### config.mk
export PLATFORM = sky130hd
export DESIGN_NAME = pipeline
export DESIGN_NICKNAME = d
export VERILOG_FILES = /design/src/logic/pipe_pkg.sv /design/src/logic/pipeline.sv /design/src/logic/rob.sv /design/src/logic/exec_lane.sv /design/src/logic/dispatch.sv
export SDC_FILE = /design/constraint.sdc
export NUM_CORES = 1
export LEC_CHECK = 0
export BUFFER_PORTS_ARGS = -buffer_cell sky130_fd_sc_hd__buf_4
export CAP_MARGIN = 20
export CORE_ASPECT_RATIO = 1.2
export CORE_MARGIN = 2
export CORE_UTILIZATION = 49
export CTS_CLUSTER_DIAMETER = 60
export CTS_CLUSTER_SIZE = 40
export DETAILED_ROUTE_END_ITERATION = 7
export SYNTH_ARGS = -nofsm -noshare
export SYNTH_HDL_FRONTEND = slang
export SYNTH_SLANG_ARGS = --single-unit
### constraint.sdc
create_clock -name clock -period 8.4 [get_ports clock]
set_input_delay 0 -clock clock [delete_from_list [all_inputs] [get_ports clock]]
set_output_delay 0 -clock clock [all_outputs]
set_load 0.05 [all_outputs]
### src/logic/pipe_pkg.sv
package pipe_pkg;

  // Machine sizes
  localparam int NUM_LANES = 4;
  localparam int ROB_DEPTH = 8;
  localparam int SLOT_W    = $clog2(ROB_DEPTH);
  localparam int REG_W     = 5;
  localparam int VAL_W     = 16;
  localparam int OPND_W    = 8;

  // Shift-add multiplier walks one operand bit per step
  localparam int MUL_STEPS = OPND_W;
  localparam int STEP_W    = $clog2(MUL_STEPS);

  typedef enum logic [3:0] {
    op_add = 4'd0,
    op_sub = 4'd1,
    op_and = 4'd2,
    op_xor = 4'd3,
    op_mul = 4'd4,
    op_li  = 4'd5
  } op_t;

  typedef struct packed {
    logic [OPND_W-1:0] opa;
    logic [OPND_W-1:0] opb;
  } byte_ops_t;

  // Operand field, two bytes or one immediate
  typedef union packed {
    byte_ops_t         ops;
    logic [VAL_W-1:0]  imm;
  } operand_u;

  typedef struct packed {
    op_t               opcode;
    logic [REG_W-1:0]  rd;
    logic [6:0]        rsvd;
    operand_u          operand;
  } instr_t;

  typedef struct packed {
    logic              valid;
    logic [SLOT_W-1:0] slot;
    instr_t            instr;
  } lane_issue_t;

  typedef struct packed {
    logic              valid;
    logic [SLOT_W-1:0] slot;
    logic [VAL_W-1:0]  value;
  } lane_result_t;

  typedef struct packed {
    logic              valid;
    logic [SLOT_W-1:0] slot;
    logic [REG_W-1:0]  rd;
  } rob_alloc_t;

  typedef struct packed {
    logic              valid;
    logic [REG_W-1:0]  rd;
    logic [VAL_W-1:0]  value;
  } retire_t;

endpackage
### src/logic/pipeline.sv
module pipeline
  import pipe_pkg::*;
(
  input           clock,
  input           rst_n,

  // instruction input
  input           in_valid,
  input  instr_t  in_instr,

  // status and retire report
  output logic    stall,
  output retire_t retire
);

  logic [NUM_LANES-1:0]         lane_busy;
  logic                         rob_full;
  rob_alloc_t                   alloc;
  lane_issue_t  [NUM_LANES-1:0] issue;
  lane_result_t [NUM_LANES-1:0] results;

  dispatch DISPATCH(
    // Outputs
    .stall      (stall),
    .alloc      (alloc),
    .issue      (issue),
    // Inputs
    .clock      (clock),
    .rst_n      (rst_n),
    .in_valid   (in_valid),
    .in_instr   (in_instr),
    .lane_busy  (lane_busy),
    .rob_full   (rob_full));

  for (genvar i = 0; i < NUM_LANES; i++) begin : g_lane
    exec_lane LANE(
      // Outputs
      .busy     (lane_busy[i]),
      .result   (results[i]),
      // Inputs
      .clock    (clock),
      .rst_n    (rst_n),
      .issue    (issue[i]));
  end

  rob ROB(
    // Outputs
    .full       (rob_full),
    .retire     (retire),
    // Inputs
    .clock      (clock),
    .rst_n      (rst_n),
    .alloc      (alloc),
    .results    (results));

endmodule

### src/logic/rob.sv
module rob
  import pipe_pkg::*;
(
  input                                 clock,
  input                                 rst_n,

  // from dispatch
  input  rob_alloc_t                    alloc,

  // from lanes
  input  lane_result_t [NUM_LANES-1:0]  results,

  // to dispatch and outside
  output logic                          full,
  output retire_t                       retire
);

  logic [REG_W-1:0]  ent_rd   [ROB_DEPTH];
  logic [VAL_W-1:0]  ent_val  [ROB_DEPTH];
  logic [ROB_DEPTH-1:0] ent_done;

  logic [SLOT_W-1:0] head;
  logic [SLOT_W:0]   count;
  logic              can_retire;

  logic              retire_valid;
  logic [REG_W-1:0]  retire_rd;
  logic [VAL_W-1:0]  retire_val;

  assign full       = count == (SLOT_W + 1)'(ROB_DEPTH);
  assign can_retire = (count != '0) && ent_done[head];

  assign retire.valid = retire_valid;
  assign retire.rd    = retire_rd;
  assign retire.value = retire_val;

  // Done flags, pointers and the retire strobe
  always_ff @(posedge clock or negedge rst_n) begin
    if (!rst_n) begin
      ent_done     <= '0;
      head         <= '0;
      count        <= '0;
      retire_valid <= 1'b0;
    end else begin
      if (alloc.valid) begin
        ent_done[alloc.slot] <= 1'b0;
      end
      for (int i = 0; i < NUM_LANES; i++) begin
        if (results[i].valid) begin
          ent_done[results[i].slot] <= 1'b1;
        end
      end

      retire_valid <= can_retire;
      if (can_retire) begin
        head <= head + SLOT_W'(1);
      end
      count <= count + (SLOT_W + 1)'(alloc.valid) - (SLOT_W + 1)'(can_retire);
    end
  end

  // Entry payload
  always_ff @(posedge clock) begin
    if (alloc.valid) begin
      ent_rd[alloc.slot] <= alloc.rd;
    end
    for (int i = 0; i < NUM_LANES; i++) begin
      if (results[i].valid) begin
        ent_val[results[i].slot] <= results[i].value;
      end
    end
    if (can_retire) begin
      retire_rd  <= ent_rd[head];
      retire_val <= ent_val[head];
    end
  end

endmodule

### src/logic/exec_lane.sv
module exec_lane
  import pipe_pkg::*;
(
  input                clock,
  input                rst_n,

  // from dispatch
  input  lane_issue_t  issue,

  // to dispatch and ROB
  output logic         busy,
  output lane_result_t result
);

  logic              active;
  logic [STEP_W-1:0] step;
  instr_t            instr_q;
  logic [SLOT_W-1:0] slot_q;

  // Multiplier state
  logic [VAL_W-1:0]  acc;
  logic [VAL_W-1:0]  mcand;
  logic [OPND_W-1:0] mplier;

  logic              is_mul;
  logic              done;
  logic              mul_run;
  logic [VAL_W-1:0]  a;
  logic [VAL_W-1:0]  b;
  logic [VAL_W-1:0]  value;

  assign is_mul  = instr_q.opcode == op_mul;
  assign done    = active && (!is_mul || step == STEP_W'(MUL_STEPS - 1));
  assign mul_run = active && is_mul && !done;

  // Free again on the edge that writes the result
  assign busy = active && !done;

  assign a = VAL_W'(instr_q.operand.ops.opa);
  assign b = VAL_W'(instr_q.operand.ops.opb);

  always_comb begin
    case (instr_q.opcode)
      op_add:  value = a + b;
      op_sub:  value = a - b;
      op_and:  value = a & b;
      op_xor:  value = a ^ b;
      op_mul:  value = acc;
      op_li:   value = instr_q.operand.imm;
      default: value = '0;
    endcase
  end

  assign result.valid = done;
  assign result.slot  = slot_q;
  assign result.value = value;

  always_ff @(posedge clock or negedge rst_n) begin
    if (!rst_n) begin
      active <= 1'b0;
      step   <= '0;
    end else if (issue.valid) begin
      active <= 1'b1;
      step   <= '0;
    end else if (done) begin
      active <= 1'b0;
    end else if (mul_run) begin
      step <= step + STEP_W'(1);
    end
  end

  // First multiply step is folded into the load
  always_ff @(posedge clock) begin
    if (issue.valid) begin
      instr_q <= issue.instr;
      slot_q  <= issue.slot;
      acc     <= issue.instr.operand.ops.opb[0] ?
                 VAL_W'(issue.instr.operand.ops.opa) : '0;
      mcand   <= VAL_W'(issue.instr.operand.ops.opa) << 1;
      mplier  <= issue.instr.operand.ops.opb >> 1;
    end else if (mul_run) begin
      if (mplier[0]) begin
        acc <= acc + mcand;
      end
      mcand  <= mcand << 1;
      mplier <= mplier >> 1;
    end
  end

endmodule

### src/logic/dispatch.sv
module dispatch
  import pipe_pkg::*;
(
  input                                 clock,
  input                                 rst_n,

  // from outside
  input                                 in_valid,
  input  instr_t                        in_instr,

  // from lanes and ROB
  input         [NUM_LANES-1:0]         lane_busy,
  input                                 rob_full,

  // to outside, ROB and lanes
  output logic                          stall,
  output rob_alloc_t                    alloc,
  output lane_issue_t [NUM_LANES-1:0]   issue
);

  logic [SLOT_W-1:0]    tail;
  logic [NUM_LANES-1:0] lane_free;
  logic [NUM_LANES-1:0] grant;
  logic                 accept;

  assign lane_free = ~lane_busy;

  // Lowest set bit of the free mask
  assign grant = lane_free & (~lane_free + NUM_LANES'(1));

  assign stall  = rob_full | ~|lane_free;
  assign accept = in_valid & ~stall;

  assign alloc.valid = accept;
  assign alloc.slot  = tail;
  assign alloc.rd    = in_instr.rd;

  always_comb begin
    for (int i = 0; i < NUM_LANES; i++) begin
      issue[i].valid = accept & grant[i];
      issue[i].slot  = tail;
      issue[i].instr = in_instr;
    end
  end

  // Tail wraps with the slot width
  always_ff @(posedge clock or negedge rst_n) begin
    if (!rst_n) begin
      tail <= '0;
    end else if (accept) begin
      tail <= tail + SLOT_W'(1);
    end
  end

endmodule

==> qor.yml, run 1 <==
outcome:
  status: "finished, violations left"
  violations: "DRC"
timing:
  finalCritPeriodShare_pct: 57.8
  slew_headroom_pct: 14.1
  fin_tns_setup_ns: 0
  hold_violations: 0
  finClkSkew_ns: 0.0456
  fmaxAchievable_mhz: 206
  setup_ws_ns: 3.54
  min_period_ns: 4.86
  setup_viol: 0
  rsz0062_at_grt: "no"
  worst_slew_pin_slew_ns: 1.29
  slew_viol_final: 0
worst_setup_path:
  crit_fanout: 52
  path_cells: "or4b_2, nor3b_2, buf_4, a41oi_1, nand2_2, inv_4, nand2_1, inv_2, or3_1, o21ai_0"
  ff2ff_setup_slack_ns: 3.54
  cp-start-kind: "flip-flop"
  cpLargestDelayFamily: "simple AND/OR/NAND/NOR gates"
  cpMaxStageDelayCell: "or4b_2"
  r2r-end: "g_lane[0].LANE.acc[4]$_DFFE_PP_"
  rr_worst_depth: 10
  crit_buf_inv: 3
  arrival_ns: 5.26
  cp-end-kind: "flip-flop"
  worst-path-stages: 10
  r2r-start: "g_lane[3].LANE.instr_q[28]$_DFFE_PP_"
  required_ns: 8.80
  crit_type: "flip-flop to flip-flop"
  slowest_delay_ns: 0.85
floorplanning:
  std_cell_rows: 96
  chipHeight_um: 268
  core-area_sq_um: 57400
  ios: 58
  start_util_pct: 49.7
  dieArea_sq_um: 60200
  dieWidth_um: 224
worst_hold_path:
  hold_path_end: "ROB.ent_rd[2][0]$_DFFE_PP_"
  hold_class: "input port to flip-flop"
  min_from: "in_instr[23]"
  whs_path_depth: 2
power_and_ir_drop:
  swShare_pct: 33.0
  power.density_nw_per_um2: 222
  combinationalPowerShare_pct: 27.9
  peakVddDrop_uv: 158
  switchingPower_uw: 2300
  leakagePower_uw: 0.0126
  internal-power_uw: 4670
  power_uw: 6960
  p_seq_share_pct: 44.4
  pwr-share-clk_pct: 27.6
logic_synthesis:
  synth-edff-count: 405
  synth_cell_types: 94
  yosysMostFrequentCell: "edfxtp_1"
  yosys.area.top_type: "edfxtp_1"
  ys_seq_area_share_pct: 47.6
  synth_flop_cell: "edfxtp_1"
  yosys_register_bits: 468
  synthCells: 2747
  synthArstFlopShare_pct: 7.48
  yosysWarnings: 0
  synth.avg_cell_area_sq_um: 10.4
  synth_nets: 2931
  synth_top_area_share_pct: 42.6
  synth_common_cells: "405 x edfxtp_1, 366 x nand2_1, 215 x nor2_1, 171 x a21oi_1, 136 x ha_1"
  syn_area_sq_um: 28500
  ys_top_cells_by_area: "edfxtp_1 43%, ha_1 6.0%, nand2_1 4.8%"
finish:
  post_route_cells_drive_above_1_share_pct: 12.4
  n_fill_cell: 5056
  num-nets-final: 2960
  stdcell_count: 3539
  syn2layout_area_growth_pct: 10.0
  diodes: 0
global_routing:
  overflow: 0
  grt_max_degree: 53
  top_usage_layer: "met2"
  grt_pass1_vias: 21600
  track_usage_pct: 31.0
  grtUsageMet2_pct: 52.0
  grtUsageMet1_pct: 40.5
  antenna_found_initial: 3
  grtUsageMet3_pct: 4.28
  grt_pass1_wl_um: 138000
job:
  drv_cap: 0
clock_tree:
  cts.clk_slew.worst_paths_ns: 0.10
  cts_buffers: 36
  cts_tree: "done"
  clock_latency_ns: 0.61
  ctsLongestPathBuffers: 3
  cts-root-buf: "clkbuf_16"
  postCtsSetupBuffers: 0
  cts_resized: 0
  cts.sinks: 468
  htreeDepth: 2
place:
  dp_hpwl_um: 67300
  place_ws_ns: 3.57
  place_congestion: 0.956
  placed_cells: 3434
  numPortBuffers: 50
routing:
  firstDrtPassIters: 8
  wl_um: 93900
  via_per_inst: 6.45
  wl_per_cell_um: 26.5
  ant_nets: 0
  num_vias: 22800
  drt_drc_violations_left: 3
  drt-initial-drc-count: 2190
-- state kept, by name (all words and copies together), names as in the netlist, 5 cells and up --
name	count
g_lane.LANE.step	12
g_lane.LANE.mcand	60
ROB.ent_val	128
ROB.retire_rd	5
ROB.retire_val	16
g_lane.LANE.mplier	28
ROB.ent_done	8
g_lane.LANE.slot_q	12
g_lane.LANE.b	32
g_lane.LANE.acc	64
ROB.ent_rd	40
g_lane.LANE.a	32
g_lane.LANE.instr_q	16
-- logic make-up after synthesis --
| kind of cell | after synthesis | synth area share (%) |
|---|---|---|
| XOR/XNOR | 58 | 1.78 |
| AO/OA/AOI/OAI | 697 | 16.5 |
| buffers and inverters | 264 | 3.70 |
| AND/OR/NAND/NOR | 935 | 15.0 |
| adder cells (fa/ha/maj) | 149 | 6.87 |
| flip-flops | 468 | 47.6 |
| multiplexers | 176 | 8.51 |
-- worst max path at each step --
stage / end / from
after CTS: g_lane[0].LANE.acc[4]$_DFFE_PP_ / g_lane[3].LANE.instr_q[28]$_DFFE_PP_
after global placement: g_lane[0].LANE.acc[4]$_DFFE_PP_ / g_lane[3].LANE.instr_q[28]$_DFFE_PP_
after global routing: g_lane[0].LANE.acc[4]$_DFFE_PP_ / g_lane[3].LANE.instr_q[28]$_DFFE_PP_
after floorplan: ROB.ent_val[1][0]$_DFFE_PP_ / g_lane[0].LANE.instr_q[28]$_DFFE_PP_
after detailed placement: g_lane[0].LANE.acc[4]$_DFFE_PP_ / g_lane[3].LANE.instr_q[28]$_DFFE_PP_
final: g_lane[0].LANE.acc[4]$_DFFE_PP_ / g_lane[3].LANE.instr_q[28]$_DFFE_PP_
-- power groups by stage --
stage | Combinational (uW) | Sequential, uW | Clock [uW]
2_1_floorplan | 1220 | 3260 | 0
3_5_place_dp | 1950 | 3150 | 0
4_1_cts | 1960 | 3100 | 1960
5_1_grt | 2110 | 3130 | 2030
6_report | 1950 | 3090 | 1920
3_3_place_gp | 1910 | 3140 | 0
-- area by class of cell --
type	instances	area (sq um)	share of cell area (%)
multi-input combinational	2015	14000	44.5
sequential	468	13600	43.3
timing repair buffer	146	1170	3.74
clock buffer	40	958	3.05
tap	735	920	2.93
inverter	109	412	1.31
clock inverter	26	379	1.21
-- placed cells by master, fill, tap and decap left out, types with 17 or more instances in the layout --
cell           instances
nand2b_1              45
o21a_1                17
or2_2                 23
o31ai_1               23
a21oi_1              170
dfrtp_1               33
a22o_1                28
dfxtp_1               28
a22oi_1               68
xor2_1                34
o21ai_0              120
o211ai_1              30
nor3_1                67
a221oi_1              47
a31oi_1               18
nor2_1               208
a21o_1                18
mux2_2                59
o221ai_1              22
dlygate4sd3_1         28
nand3_1               99
xnor2_1               24
a211oi_1              23
mux2i_1               66
or3_1                 21
nor2b_1               23
inv_1                102
nand2_1              366
clkbuf_16             38
mux4_2                47
ha_1                 136
buf_4                109
edfxtp_1             405
-- stage by stage --
stage               instance area (sq um)  hold slack [ns]  utilization (%)
floorplan                           28500           -0.296                -
global placement                    29700           0.0230             51.7
detailed placement                  29700           0.0277             51.7
CTS                                 31400            0.146             54.6
global route                        31400            0.167             54.7
finish                              31400            0.166             54.7
-- repair_timing --
action / 4_1_cts / 5_1_grt
endpoints found under the setup margin: 0 / 0
hold endpoints to repair: 223 / 0
hold buffers: 29 / 0
-- metal layers --
layer / part of all wire [%] / vias to the layer above
li1: - / 10400
met1: 41 / 11200
met2: 48 / 1051
met3: 7.1 / 234
met4: 4.7 / 4
met5: 0.039 / -
Power figures use the tool's default switching activity.
==> run 2: changes to the inputs <==
--- a/config.mk
+++ b/config.mk
@@ -13,6 +13,7 @@
 export CTS_CLUSTER_DIAMETER = 60
 export CTS_CLUSTER_SIZE = 40
 export DETAILED_ROUTE_END_ITERATION = 7
+export PLACE_DENSITY = 0.67
 export SYNTH_ARGS = -nofsm -noshare
 export SYNTH_HDL_FRONTEND = slang
 export SYNTH_SLANG_ARGS = --single-unit
==> constraint.sdc (replaced) <==
create_clock -name clock -period 3.9 [get_ports clock]
set_input_delay 0 -clock clock [delete_from_list [all_inputs] [get_ports clock]]
set_output_delay 0 -clock clock [all_outputs]
set_load 0.05 [all_outputs]
==> qor.yml, run 2 (same netlist as run 1, synthesis figures left out) <==
finish:
  post_route_cells_drive_above_1_share_pct: 14.7  # +2.3 points
  syn2layout_area_growth_pct: 12.5
  num-nets-final: 3043  # +2.8%
  final_common_cell: "edfxtp_1"
  diodes: 0  # unchanged
  largest_reg_flops: 128  # unchanged
  final_cell_mix: "405 x edfxtp_1, 366 x nand2_1, 215 x nor2_1, 196 x buf_4, 170 x a21oi_1"
power_and_ir_drop:
  peakVddDrop_uv: 383  # +140%
  combinationalPowerShare_pct: 27.7  # -0.2 points
  p_seq_share_pct: 43.3  # -1.1 points
  pwr-share-clk_pct: 29.0  # +1.4 points
  leakagePower_uw: 0.0130  # +3.5%
  switchingPower_uw: 5150  # +120%
  swShare_pct: 33.5  # +0.49 points
  internal-power_uw: 10200  # +120%
  power.density_nw_per_um2: 479  # +120%
place:
  place_congestion: 1.00  # +4.8%
  numPortBuffers: 50  # unchanged
  dp_hpwl_um: 68800  # +2.1%
  place_ws_ns: 0.396  # -3.17 ns
global_routing:
  antenna_found_initial: 0  # -3
  overflow: 0  # unchanged
  track_usage_pct: 31.7  # +0.69 points
  grt_pass1_wl_um: 142000  # +2.7%
  grt_pass1_vias: 22800  # +5.7%
  grt_max_degree: 37  # -30%
clock_tree:
  clock_latency_ns: 0.60  # about the same
  cts.clk_slew.worst_paths_ns: 0.09  # about the same
  cts_hold_buf: 29  # unchanged
  cts-root-buf: "clkbuf_16"
  postCtsSetupBuffers: 0  # unchanged
  htreeDepth: 2  # unchanged
  cts_buffers: 39  # +8.3%
  cts.sinks: 468  # unchanged
  cts_tree: "done"
  ctsLongestPathBuffers: 3  # unchanged
  cts_resized: 0  # unchanged
timing:
  setup_viol: 0  # unchanged
  hold_violations: 0  # unchanged
  fin_tns_setup_ns: 0  # unchanged
  slew_headroom_pct: 29.4  # +15 points
  hold_slack_ns: 0.176  # +0.00999 ns
  rsz0062_at_grt: "no"
  min_period_ns: 3.76  # -1.10 ns
  setup_ws_ns: 0.143  # -3.40 ns
  finClkSkew_ns: 0.0376  # -0.00803 ns
  slew_viol_final: 0  # unchanged
  fmaxAchievable_mhz: 266  # +29%
  finalCritPeriodShare_pct: 96.3  # +39 points
  worst_slew_pin_slew_ns: 1.06  # -0.233 ns
routing:
  num_vias: 23400  # +2.6%
  wl_um: 95700  # +1.9%
  drt-initial-drc-count: 2450  # +12%
  ant_nets: 0  # unchanged
  wl_per_cell_um: 26.4  # -0.52%
  firstDrtPassIters: 6  # -2
  via_per_inst: 6.47  # +0.19%
  drt_drc_violations_left: 0  # -3
worst_setup_path:
  crit_fanout: 8  # -85%
  crit_type: "flip-flop to flip-flop"
  ff2ff_setup_slack_ns: 0.14  # -3.40 ns
  arrival_ns: 4.07  # -1.19 ns
  cp-end-kind: "flip-flop"
  cp-start-kind: "flip-flop"
  required_ns: 4.22  # -4.58 ns
floorplanning:
  dieWidth_um: 224  # unchanged
  chipHeight_um: 268  # unchanged
  std_cell_rows: 96  # unchanged
  core-area_sq_um: 57400  # unchanged
  dieArea_sq_um: 60200  # unchanged
  start_util_pct: 49.7  # unchanged
  ios: 58  # unchanged
job:
  drv_cap: 0  # unchanged
outcome:
  status: "complete, no violations"
worst_hold_path:
  hold_class: "input port to flip-flop"
-- run 2: final cells by class --
cell class | instances | area (sq um)
multi-input combinational | 2015 | 13900
fill | 4919 | 25300
timing repair buffer | 226 | 1780
inverter | 109 | 412
sequential | 468 | 13600
clock buffer | 42 | 1010
tap | 735 | 920
clock inverter | 30 | 474
-- run 2: path summary, 6_finish.rpt --
path	end	start	depth (start not counted)
worst min-delay path	ROB.ent_rd[5][2]$_DFFE_PP_	in_instr[25]	2
worst max register to register	ROB.ent_val[7][12]$_DFFE_PP_	g_lane[0].LANE.b[0]$_DFFE_PP_	12
worst min register to register	g_lane[3].LANE.mcand[14]$_SDFFE_PP0P_	g_lane[3].LANE.mcand[13]$_SDFFE_PP0P_	2
max in group asynchronous	g_lane[0].LANE.active$_DFFE_PN0P_	rst_n	5
min in group asynchronous	ROB.retire_valid$_DFF_PN0_	rst_n	3
worst max-delay path	ROB.ent_val[7][12]$_DFFE_PP_	g_lane[0].LANE.b[0]$_DFFE_PP_	12
-- run 2: routing by layer --
layer / track usage (%) / vias to the layer above / wire [um]
li1: - / 10500 / -
met1: 39.8 / 11400 / 37600
met2: 53.0 / 1160 / 44900
met3: 4.93 / 309 / 7220
met4: 17.0 / 0 / 5950
met5: 0.403 / - / 0
-- run 2: power by group through the flow --
stage / Combinational, uW / Clock, uW / Sequential (uW)
floorplan: 2630 / 0 / 7010
global placement: 4120 / 0 / 6750
detailed placement: 4250 / 0 / 6790
CTS: 4280 / 4540 / 6670
global route: 4610 / 4700 / 6740
finish: 4260 / 4460 / 6670
-- run 2: metrics by stage --
stage	instances	utilization, %	cell area, sq um	power, uW
after global placement	3522	52.8	30300	10900
final	3625	56.0	32100	15400
after global routing	3625	56.0	32100	16000
after floorplan	2747	-	28500	9640
after CTS	3623	55.9	32100	15500
after detailed placement	3522	52.8	30300	11000
-- run 2: critical path, cell delays in order (launching register included) --
cell and delay (ns):
edfxtp_1 0.43, ha_1 0.27, fa_1 0.40, nand2b_1 0.20, a2111oi_0 0.50, buf_4 0.21
o211ai_1 0.16, buf_4 0.21, a21oi_1 0.54, buf_4 0.30, nand2_1 0.07, nand3_1 0.11
a22oi_1 0.07
